**src/logic/pitch_lag_pkg.sv**
```systemverilog
package pitch_lag_pkg;

	//////////////////////////////////////////////////
	// frame and lag range
	//////////////////////////////////////////////////
	localparam int L_FRAME = 40;
	localparam int LAG_MIN = 20;
	localparam int LAG_MAX = 143;
	localparam int HISTORY = LAG_MAX + L_FRAME; // samples needed before first frame

	//////////////////////////////////////////////////
	// widths and memory
	//////////////////////////////////////////////////
	localparam int ADDR_W = 8;
	localparam int DEPTH = 256; // at least LAG_MAX + L_FRAME
	localparam int SAMPLE_W = 16;
	localparam int ACC_W = 32;
	localparam int LAG_W = 8;
	localparam int FCNT_W = $clog2(L_FRAME);
	localparam int HCNT_W = $clog2(HISTORY + 1);

	localparam logic signed [ACC_W-1:0] MAX_32 = {1'b0, {(ACC_W-1){1'b1}}};
	localparam logic signed [ACC_W-1:0] MIN_32 = {1'b1, {(ACC_W-1){1'b0}}};

	// search fsm encoding
	localparam int ST_W = 3;
	localparam logic [ST_W-1:0] ST_IDLE = ST_W'(0);
	localparam logic [ST_W-1:0] ST_RD0 = ST_W'(1);
	localparam logic [ST_W-1:0] ST_RD1 = ST_W'(2);
	localparam logic [ST_W-1:0] ST_MAC = ST_W'(3);
	localparam logic [ST_W-1:0] ST_CMP = ST_W'(4);
	localparam logic [ST_W-1:0] ST_DONE = ST_W'(5);

endpackage
```
**src/logic/sample_bus_if.sv**
```systemverilog
`timescale 1ns/1ps

interface sample_bus_if import pitch_lag_pkg::*; ();

	logic we;
	logic [ADDR_W-1:0] waddr;
	logic signed [SAMPLE_W-1:0] wdata;
	logic [ADDR_W-1:0] raddr;
	logic signed [SAMPLE_W-1:0] rdata; // one clock after raddr

	modport writer (
		output we,
		output waddr,
		output wdata
	);

	modport memory (
		input we,
		input waddr,
		input wdata,
		input raddr,
		output rdata
	);

	modport reader (
		output raddr,
		input rdata
	);

endinterface

```
**src/logic/frame_collector.sv**
```systemverilog
`timescale 1ns/1ps

module frame_collector import pitch_lag_pkg::*; (
	input logic clk,
	input logic reset,
	input logic sample_valid,
	input logic signed [SAMPLE_W-1:0] sample,
	sample_bus_if.writer mem,
	output logic frame_ready,
	output logic [ADDR_W-1:0] frame_base
);

	logic [ADDR_W-1:0] wptr;
	logic [FCNT_W-1:0] fcnt;
	logic [HCNT_W-1:0] hist_cnt;
	logic frame_end;
	logic hist_full;

	// samples go straight into the ram at the current pointer
	assign mem.we = sample_valid;
	assign mem.waddr = wptr;
	assign mem.wdata = sample;

	assign frame_end = sample_valid && (fcnt == FCNT_W'(L_FRAME - 1));
	assign hist_full = hist_cnt >= HCNT_W'(HISTORY - 1); // counts this write too

	//////////////////////////////////////////////////
	// pointers and counters
	//////////////////////////////////////////////////
	always_ff @(posedge clk)
	begin
		if (reset)
		begin
			wptr <= '0;
			fcnt <= '0;
			hist_cnt <= '0;
			frame_ready <= 1'b0;
		end
		else
		begin
			frame_ready <= 1'b0;
			if (sample_valid)
			begin
				wptr <= wptr + 1'b1; // wraps at DEPTH
				if (hist_cnt != HCNT_W'(HISTORY))
					hist_cnt <= hist_cnt + 1'b1;
				if (frame_end)
				begin
					fcnt <= '0;
					frame_ready <= hist_full;
				end
				else
				begin
					fcnt <= fcnt + 1'b1;
				end
			end
		end
	end

	// first sample of the frame just completed
	always_ff @(posedge clk)
	begin
		if (frame_end)
			frame_base <= wptr - ADDR_W'(L_FRAME - 1);
	end

endmodule

```
**src/flat_wrapper.sv**
```systemverilog
// flat-port wrapper written by rule: the top's interface ports become plain ports
module frame_collector_flat import pitch_lag_pkg::*;
  (clk, reset, sample_valid, sample, frame_ready, frame_base, mem_we, mem_waddr, mem_wdata);
  sample_bus_if mem_i ();
  input logic clk;
  input logic reset;
  input logic sample_valid;
  input logic signed [SAMPLE_W-1:0] sample;
  output logic frame_ready;
  output logic [ADDR_W-1:0] frame_base;
  output wire logic [$bits(mem_i.we)-1:0] mem_we;
  output wire logic [$bits(mem_i.waddr)-1:0] mem_waddr;
  output wire logic [$bits(mem_i.wdata)-1:0] mem_wdata;
  assign mem_we = mem_i.we;
  assign mem_waddr = mem_i.waddr;
  assign mem_wdata = mem_i.wdata;
  frame_collector u_core (.clk(clk), .reset(reset), .sample_valid(sample_valid), .sample(sample), .mem(mem_i), .frame_ready(frame_ready), .frame_base(frame_base));
endmodule
```
**config.mk**
```make
export PLATFORM = sky130hd
export DESIGN_NAME = frame_collector_flat
export DESIGN_NICKNAME = d
export VERILOG_FILES = /design/src/logic/pitch_lag_pkg.sv /design/src/logic/sample_bus_if.sv /design/src/logic/frame_collector.sv /design/src/flat_wrapper.sv
export SDC_FILE = /design/constraint.sdc
export NUM_CORES = 1
export LEC_CHECK = 0
export ABC_CLOCK_PERIOD_IN_PS = 1440
export BUFFER_PORTS_ARGS = -buffer_cell sky130_fd_sc_hd__buf_2
export CORE_ASPECT_RATIO = 1.1
export CORE_UTILIZATION = 40
export CTS_CLUSTER_DIAMETER = 150
export DETAILED_ROUTE_END_ITERATION = 6
export PLACE_DENSITY = 0.66
export SLEW_MARGIN = 20
export SYNTH_ARGS = -nofsm -noshare
export SYNTH_HDL_FRONTEND = slang
export SYNTH_SLANG_ARGS = --single-unit
```
**constraint.sdc**
```tcl
create_clock -name clk -period 1.44 [get_ports clk]
set_input_delay 0.072 -clock clk [delete_from_list [all_inputs] [get_ports clk]]
set_output_delay 0.072 -clock clk [all_outputs]
set_load 0.01 [all_outputs]
```
==> flow_summary.json <==
{
  "gr-usage-met2_pct": 25.4,
  "hold_slack_ps": 144,
  "yosysUniqueCellTypes": 37,
  "place_congestion": 0.783,
  "r2r_start": "u_core.hist_cnt[1]",
  "ff_latch_area_um2": 707,
  "outcome": "completed",
  "synth_edf_count": 8,
  "drive_gt1_share_pct": 32.6,
  "r2r_end": "u_core.hist_cnt[0]",
  "n_antenna_cell": 0,
  "met3_usage_pct": 5.29,
  "hold_viol": 0,
  "syn-num-nets": 182,
  "first_pass_iters": 4,
  "tritoncts": "yes",
  "drtIter0Drc": 35,
  "rsz0062_at_grt": "false",
  "htree_num_levels": 2,
  "max_freq_ghz": 0.738,
  "ant_nets": 0,
  "async_reset_ff_share_pct": 0,
  "worstHoldPathType": "in -> out",
  "cp.required_ps": 1600,
  "antenna_found_initial": 0,
  "path_class": "reg -> reg",
  "drt-wirelength-per-cell_um": 12.2,
  "grt_pass1_wl_um": 4620,
  "overflow": 0,
  "worstSetupEndpointType": "flop",
  "port_buffers": 20,
  "drv_cap": 0,
  "routed_wl_um": 2720,
  "arrival_ps": 1510,
  "ys.flop_type": "dfxtp_1",
  "dp_hpwl_um": 1960,
  "r2r_slack_ps": 80,
  "row_count": 23,
  "ys_seq_elements": 31,
  "ioPinCount": 53,
  "fp.dieH_um": 68.0,
  "clock_skew_ps": 1.96,
  "crit_slowest_cell": "dfxtp_2",
  "clkSlewWorstSetupHoldPaths_ps": 60,
  "fin_nets": 194,
  "netlist_instances": 159,
  "ys_seq_area_share_pct": 44.3,
  "setup_viol": 0,
  "cts_buffers": 5,
  "power_density_nw_per_um2": 939,
  "die-area_um2": 4210,
  "initial_utilization_pct": 42.6,
  "endpoint": "u_core.hist_cnt[0]",
  "fill_cells": 350,
  "clockRootBuffer": "clkbuf_8",
  "tightest_slew_ps": 315,
  "cpPeakStageDelay_ps": 370,
  "vias": 1115,
  "final_common_cell": "buf_2",
  "drv_slew": 0,
  "yosys.area.top_type": "dfxtp_1",
  "synth_area_leaders": "dfxtp_1 (29%), edfxtp_1 (15%), buf_4 (8.5%)",
  "die_x_um": 62.0,
  "multi_input_area_um2": 723,
  "avgSynthCellArea_um2": 9.95,
  "max_slew_margin_pct": 78.7,
  "drc": 0,
  "yosysWarnings": 0,
  "numClockSinks": 31,
  "cts_hold_buffers": 0,
  "p_leak_nw": 0.713,
  "groute.layer.met1.usage_pct": 16.2,
  "grt_max_degree": 19,
  "gr-max-usage-layer": "met2",
  "cts_buffer_depth": 2,
  "grtUsageTotal_pct": 14.9,
  "reg2reg_depth": 4,
  "cp_max_fo": 5,
  "vias_per_cell": 5.02,
  "grt_pass1_vias": 1068,
  "cp-start-kind": "flop",
  "ir_drop_uv": 770,
  "synth_top_area_share_pct": 29.1,
  "area_delta_synth_final_pct": 11.6,
  "synth_area_um2": 1580,
  "crit_start": "u_core.hist_cnt[1]",
  "final_cell_mix": "buf_2 (20), dfxtp_1 (18), nor2_1 (14)",
  "finalCritPeriodShare_pct": 94.2,
  "worstSkewPairLatency_ps": 270,
  "core_area_um2": 3710,
  "final.min_clock_period_ps": 1360,
  "cp_cell_sequence": "ha_4 > nand2_1 > o31ai_4 > mux2_2",
  "fin_setup_tns_ps": 0
}
-- worst max-delay path, delay by kind of cell (launching register included) --
| family | cells | cell delay (ps) |
|---|---|---|
| flops | 1 | 370 |
| mux | 1 | 360 |
| compound gates | 1 | 270 |
| fa+ha+maj | 1 | 150 |
| simple gates | 1 | 100 |
-- synth_stat cells (5+ instances only) --
cell      instances
or3_1             5
o21ai_0           6
nand4_1           6
xor2_1           13
nor2_1           14
nand3_1           5
dfxtp_1          23
edfxtp_1          8
nand2_1           7
buf_4            18
a21oi_1           9
-- kinds of logic after synthesis --
logic type | after synthesis | share of synthesized area [%]
AND/OR/NAND/NOR | 51 | 18.3
flip-flops | 31 | 44.3
buffers and inverters | 29 | 12.0
AO/OA/AOI/OAI | 24 | 10.4
XOR/XNOR | 14 | 7.75
multiplexers | 6 | 4.11
adder cells (fa/ha/maj) | 4 | 3.16
-- flip-flops by register name, indices dropped and copies added (netlist names) --
name,count
u_core.fcnt,6
u_core.frame_base,8
u_core.hist_cnt,8
u_core.frame_ready,1
u_core.mem.waddr,8
-- through the flow --
| stage | power (W) | util [%] | instance area (µm²) | cells | setup slack [ps] |
|---|---|---|---|---|---|
| detailed placement | 0.00105 | 44.6 | 1660 | 214 | 11.8 |
| global placement | 0.00104 | 44.6 | 1660 | 214 | 88.9 |
| finish | 0.00166 | 47.6 | 1770 | 222 | 84.1 |
| CTS | 0.00168 | 47.0 | 1740 | 222 | 26.8 |
| global route | 0.00173 | 47.6 | 1770 | 222 | 0.460 |
| floorplan | 0.00106 | - | 1590 | 159 | 12.4 |
-- worst min-delay path by stage --
stage | slack (ps) | from | to | cells after the start
floorplan | 240 | sample[0] | mem_wdata[0] | 1
global placement | 140 | sample[0] | mem_wdata[0] | 0
detailed placement | 140 | sample[0] | mem_wdata[0] | 0
CTS | 140 | sample[0] | mem_wdata[0] | 0
global route | 140 | sample[1] | mem_wdata[1] | 0
finish | 140 | sample[12] | mem_wdata[12] | 0
-- power breakdown --
part | total (W) | leakage, nW | internal [W] | switching, W
Clock | 0.000621 | 0.0403 | 0.000329 | 0.000292
Sequential | 0.000933 | 0.248 | 0.000911 | 0.0000219
Combinational | 0.000105 | 0.425 | 0.0000474 | 0.0000573
-- layer usage --
metal | vias up | wire, µm
met5 | - | 0
met1 | 510 | 1170
met3 | 15 | 181
li1 | 560 | -
met4 | 0 | 60
met2 | 30 | 1300
-- final cells by class --
| type | count | area share, % |
|---|---|---|
| clock inverters | 2 | 0.425 |
| flip-flops and latches | 31 | 40.0 |
| multi-input cells | 99 | 40.9 |
| repair buffers | 30 | 10.1 |
| clock buffers | 6 | 4.11 |
| inverters | 4 | 0.850 |
| well taps | 50 | 3.54 |
-- timing repair --
item,CTS,global route
pin swaps,0,1
setup endpoints to repair,2,13
resized for setup,1,7
hold endpoints to repair,0,0
gates cloned,0,0
setup buffers,0,0
Power figures use the tool's default switching activity.
