File: config.mk
export PLATFORM = sky130hd
export DESIGN_NAME = sample_ram_flat
export DESIGN_NICKNAME = d
export VERILOG_FILES = /design/src/logic/pitch_lag_pkg.sv /design/src/logic/sample_bus_if.sv /design/src/logic/sample_ram.sv /design/src/flat_wrapper.sv
export SDC_FILE = /design/constraint.sdc
export NUM_CORES = 2
export LEC_CHECK = 0
export ABC_CLOCK_PERIOD_IN_PS = 3850
export BUFFER_PORTS_ARGS = -buffer_cell sky130_fd_sc_hd__buf_2
export CORE_UTILIZATION = 59
export CTS_CLUSTER_SIZE = 8
export DETAILED_ROUTE_END_ITERATION = 7
export HOLD_SLACK_MARGIN = 0.02
export PLACE_DENSITY = 0.75
export SYNTH_ARGS = -nofsm -noshare
export SYNTH_HDL_FRONTEND = slang
export SYNTH_SLANG_ARGS = --single-unit
export TNS_END_PERCENT = 30
File: constraint.sdc
create_clock -name clk -period 3.85 [get_ports clk]
set_input_delay 0.77 -clock clk [delete_from_list [all_inputs] [get_ports clk]]
set_output_delay 0.77 -clock clk [all_outputs]
set_load 0.03 [all_outputs]
File: src/logic/pitch_lag_pkg.sv
package pitch_lag_pkg;

	//////////////////////////////////////////////////
	// frame and lag range
	//////////////////////////////////////////////////
	localparam int L_FRAME = 40;
	localparam int LAG_MIN = 20;
	localparam int LAG_MAX = 143;
	localparam int HISTORY = LAG_MAX + L_FRAME; // samples needed before first frame

	//////////////////////////////////////////////////
	// widths and memory
	//////////////////////////////////////////////////
	localparam int ADDR_W = 8;
	localparam int DEPTH = 256; // at least LAG_MAX + L_FRAME
	localparam int SAMPLE_W = 16;
	localparam int ACC_W = 32;
	localparam int LAG_W = 8;
	localparam int FCNT_W = $clog2(L_FRAME);
	localparam int HCNT_W = $clog2(HISTORY + 1);

	localparam logic signed [ACC_W-1:0] MAX_32 = {1'b0, {(ACC_W-1){1'b1}}};
	localparam logic signed [ACC_W-1:0] MIN_32 = {1'b1, {(ACC_W-1){1'b0}}};

	// search fsm encoding
	localparam int ST_W = 3;
	localparam logic [ST_W-1:0] ST_IDLE = ST_W'(0);
	localparam logic [ST_W-1:0] ST_RD0 = ST_W'(1);
	localparam logic [ST_W-1:0] ST_RD1 = ST_W'(2);
	localparam logic [ST_W-1:0] ST_MAC = ST_W'(3);
	localparam logic [ST_W-1:0] ST_CMP = ST_W'(4);
	localparam logic [ST_W-1:0] ST_DONE = ST_W'(5);

endpackage
File: src/logic/sample_bus_if.sv
`timescale 1ns/1ps

interface sample_bus_if import pitch_lag_pkg::*; ();

	logic we;
	logic [ADDR_W-1:0] waddr;
	logic signed [SAMPLE_W-1:0] wdata;
	logic [ADDR_W-1:0] raddr;
	logic signed [SAMPLE_W-1:0] rdata; // one clock after raddr

	modport writer (
		output we,
		output waddr,
		output wdata
	);

	modport memory (
		input we,
		input waddr,
		input wdata,
		input raddr,
		output rdata
	);

	modport reader (
		output raddr,
		input rdata
	);

endinterface

File: src/logic/sample_ram.sv
`timescale 1ns/1ps

module sample_ram import pitch_lag_pkg::*; (
	input logic clk,
	sample_bus_if.memory mem
);

	logic signed [SAMPLE_W-1:0] store [DEPTH];

	//////////////////////////////////////////////////
	// write port and registered read port
	//////////////////////////////////////////////////
	always_ff @(posedge clk)
	begin
		if (mem.we)
			store[mem.waddr] <= mem.wdata;
	end

	// same address in one cycle returns the old word
	always_ff @(posedge clk)
	begin
		mem.rdata <= store[mem.raddr];
	end

endmodule

File: src/flat_wrapper.sv
// flat-port wrapper written by rule: the top's interface ports become plain ports
module sample_ram_flat import pitch_lag_pkg::*;
  (clk, mem_we, mem_waddr, mem_wdata, mem_raddr, mem_rdata);
  sample_bus_if mem_i ();
  input logic clk;
  input wire logic [$bits(mem_i.we)-1:0] mem_we;
  input wire logic [$bits(mem_i.waddr)-1:0] mem_waddr;
  input wire logic [$bits(mem_i.wdata)-1:0] mem_wdata;
  input wire logic [$bits(mem_i.raddr)-1:0] mem_raddr;
  output wire logic [$bits(mem_i.rdata)-1:0] mem_rdata;
  assign mem_i.we = mem_we;
  assign mem_i.waddr = mem_waddr;
  assign mem_i.wdata = mem_wdata;
  assign mem_i.raddr = mem_raddr;
  assign mem_rdata = mem_i.rdata;
  sample_ram u_core (.clk(clk), .mem(mem_i));
endmodule
==> reports/qor_table.md <==
| Stage | Result | This run |
| --- | --- | --- |
| timing | Setup violators final | 0 |
| power | Cell Pwr Density | 545.8 nW/um2 |
| clock network | Clk Latency, worst-skew pair | 1070 ps |
| grt | Total routing resource utilization after global routing | 32.62% |
| drt | Routed metal-1 wire length | 156.8 mm |
| drt | DR WL met2 | 205.6 mm |
| logic synthesis | Synth cell types | 69 |
| worst setup path | Source of the critical timing path | mem_raddr[1] |
| worst setup path | Crit path max-delay cell type | nor3_1 |
| clock network | Number of buffers on the longest clock path | 4 |
| timing | Slew at the pin closest to its max-slew limit | 1305 ps |
| timing | Post-route clock period utilization | 87.10% |
| drt | Initial DRC count | 13150 |
| drt | DRC Markers | 0 |
| cells and area | Filler Cells Inserted | 15620 |
| logic synthesis | Sequential cell area fraction in the yosys report | 77.13% |
| worst setup path | Worst endpoint data arrival time | 4300 ps |
| hold path | Min-Delay Startpoint | mem_wdata[5] |
| floorplan | I/O Pins | 50 |
| logic synthesis | Synthesized instance count | 7436 |
| worst setup path | Worst setup SP type | input port |
| worst setup path | Crit Path Class | input port to flop |
| clock network | Reg clk slew, reported paths | 50 ps |
| cells and area | Post-layout util | 68.85% |
| hold path | Type of the most critical hold path | input port to flop |
| cells and area | Fraction of layout instances using a drive strength above 1 | 28.68% |
| clock network | Clock Sink Count | 4112 |
| worst setup path | Launch point of the worst reg-to-reg path | u_core.store[96][0]$_DFFE_PP_ |
| clock network | H-tree depth | 6 |
| logic synthesis | Yosys reg bits | 4112 |
| clock network | Number of hold-repair buffers added at the cts stage | 0 |
| floorplan | Die Height | 522.6 um |
| logic synthesis | Post-Synthesis Cell Area | 159900 um2 |
| logic synthesis | Fraction of synthesis flops using an asynchronous set or reset pin | 0% |
| timing | Worst clock skew on the final layout | 106.9 ps |
| logic synthesis | Number of synthesized flops with an enable pin | 4096 |
| drt | WL final | 443.2 mm |
| clock network | Num CTS Buffers | 584 |
| power | Total power | 100.9 mW |
| clock network | TritonCTS clock tree | done |
| timing | Endpoints failing hold | 0 |
| grt | Initial antenna violation count | 27 |
| floorplan | Full die area | 273100 um2 |
| grt | Maximum number of pins on one net before global-route repair | 114 |
| timing | RSZ-0062 raised after global routing | false |
| hold path | Number of instances on the worst hold path | 1 |
| worst setup path | Max incr delay on CP | 800 ps |
| worst setup path | Required arrival time at the worst endpoint | 4800 ps |
| logic synthesis | Cell type with the highest aggregate area in the netlist | edfxtp_1 |
| drt | Post-route ant nets | 0 |
| cells and area | Synth-to-layout area growth | 15.68% |
| logic synthesis | Synth Area in Simple Gates | 2.118% |
| timing | Sum Neg Setup Slack | 0 ps |
| timing | Relative slew margins | 10.73% |
| floorplan | Starting utilization of the core area | 59.51% |
| timing | Highest clock rate | 298.2 MHz |
| drt | Top routing layer in use | met5 |
| timing | Clock period minus final worst setup slack | 3353 ps |
| logic synthesis | Synth Area in Compound Gates | 3.091% |
| drt | Total number of vias | 84900 |
| placed design | PortBufs | 49 |
| worst setup path | Cells along the critical path | buf_8, nor2b_4, buf_12, a221oi_1, o21ai_0, nand4_1, buf_4, nor3_1, o311a_1, and3_1 |
| floorplan | Core region area | 268600 um2 |
| power | Worst voltage drop across the vdd grid | 0.0005553 V |
| worst setup path | R2R setup slack | 540 ps |
| worst setup path | FF-to-FF path depth | 8 |
| logic synthesis | Number of warning messages in the yosys log | 0 |
| cells and area | Nets@finish | 8356 |
| drt | Number of vias per cell | 7.065 |
| logic synthesis | Most used standard cells in the synthesized netlist | 4096 x edfxtp_1, 825 x mux4_2, 398 x mux2i_1, 352 x nor2_1, 174 x clkbuf_1 |
| logic synthesis | Most repeated cell in the gate-level netlist after synthesis | edfxtp_1 |
| grt | Remaining Overflow, GRT | 0 |
| logic synthesis | Synth Area in Adders | 0% |
| placed design | Placed instance count | 11290 |
| logic synthesis | Main area contributors after synthesis | edfxtp_1 77%, mux4_2 12%, mux2i_1 2.5% |
| logic synthesis | Multiplexer share of the synthesized area | 15.74% |
| placed design | Placer Congestion | 0.9530 |
| timing | Final max-slew violation count | 0 |
| drt | Drt first pass iters | 7 |
| logic synthesis | Portion of synthesized cell area occupied by the leading cell type | 76.93% |
| clock network | Setup Buffers After CTS | 0 |
| grt | Global-route wire length before repair | 624.0 mm |
| power | Reported leakage power | 59.90 nW |
| placed design | Detailed placement HPWL | 258.4 mm |
| floorplan | Overall die width | 522.6 um |
| job | Maximum Capacitance Violations | 0 |
| worst setup path | Crit path max fanout | 36 |
| logic synthesis | Mapped Avg Cell Area | 21.50 um2 |
| logic synthesis | Xor-xnor portion of the synthesized cell area | 0% |
| outcome | Result of the run | finished, final reports clean |
| clock network | Gates resized, CTS repair | 0 |
| floorplan | Cell row count | 190 |
| drt | Total met3 wirelength after detailed routing | 56.35 mm |
| clock network | Clk root buf | clkbuf_16 |
| grt | Vias in the first global route | 85010 |
| worst setup path | Critical path capture point type | flop |
| cells and area | Final standard cell count with taps included and fillers excluded | 12020 |
| logic synthesis | Post-synthesis net count | 7470 |
| drt | Routed length per instance | 36.88 um |
| logic synthesis | Dominant combinational cell family by area after synthesis | multiplexers |
| logic synthesis | Most used flip-flop cell after synthesis | edfxtp_1 |
## per-layer routing
layer  global-route usage (%)  vias to the layer above
met4                    16.14                        8
li1                         -                    33040
met5                   0.3159                        -
met3                    8.627                     1083
met2                    49.54                     6608
met1                    44.25                    44160
## cells in the final DEF, fill, tap and decap left out, types with 28 or more instances in the layout
cell,n
edfxtp_1,4096
mux4_2,825
buf_4,593
clkbuf_16,586
mux2i_1,398
nor2_1,328
mux2_2,156
nand2_1,126
o22ai_1,120
nor3_1,120
buf_12,119
o221ai_1,118
a221oi_1,118
a21oi_1,113
o21ai_0,72
clkbuf_1,66
nand3_1,60
a22oi_1,56
mux4_1,32
clkinv_16,30
buf_2,28
## worst max-delay path: cells and delay by family
kind / cells / cell delay (ps)
buf+inv: 3 / 740
simple gates: 4 / 1670
compound gates: 3 / 1060
## power breakdown
group | internal [mW] | switching, mW
clock network | 27.4 | 18.9
registers | 49.5 | 0.114
logic | 1.81 | 3.31
total | 78.7 | 22.3
## registers in the layout, summed over array words and instances (netlist names)
signal / count
u_core.mem.rdata: 16
u_core.store: 4096
## cell families after synthesis
kind of cell / count (synthesis)
AO/OA/AOI/OAI: 690
buffers and inverters: 463
flip-flops: 4112
multiplexers: 1411
AND/OR/NAND/NOR: 760
## metrics by stage
step	hold slack, ps	setup WS (ps)	area [um2]
after floorplan	857.7	888.6	159900
after global placement	1016	-318.4	168600
after detailed placement	1021	-349.0	168600
after CTS	212.6	715.2	184900
after global routing	192.1	647.8	184900
final	195.8	496.5	184900
## path summary, 6_finish.rpt
kind	to
worst min-delay path	u_core.store[61][5]$_DFFE_PP_
worst max register to register	u_core.mem.rdata[0]$_DFF_P_
worst min register to register	u_core.mem.rdata[11]$_DFF_P_
worst max-delay path	u_core.mem.rdata[0]$_DFF_P_
## final cells by class
cell class                      instances  area, um2  share of cell area, %
Antenna cell                           17      42.54                0.02300
Clock buffer                          652      14910                  8.063
Clock inverter                         60       1381                 0.7469
Inverter                                4      27.53                0.01488
Multi-Input combinational cell       2861      33580                  18.15
Sequential cell                      4112     123300                  66.68
Tap cell                             3552       4444                  2.403
Timing Repair Buffer                  759       7246                  3.918
No activity file was read; power rests on OpenSTA's default activity.
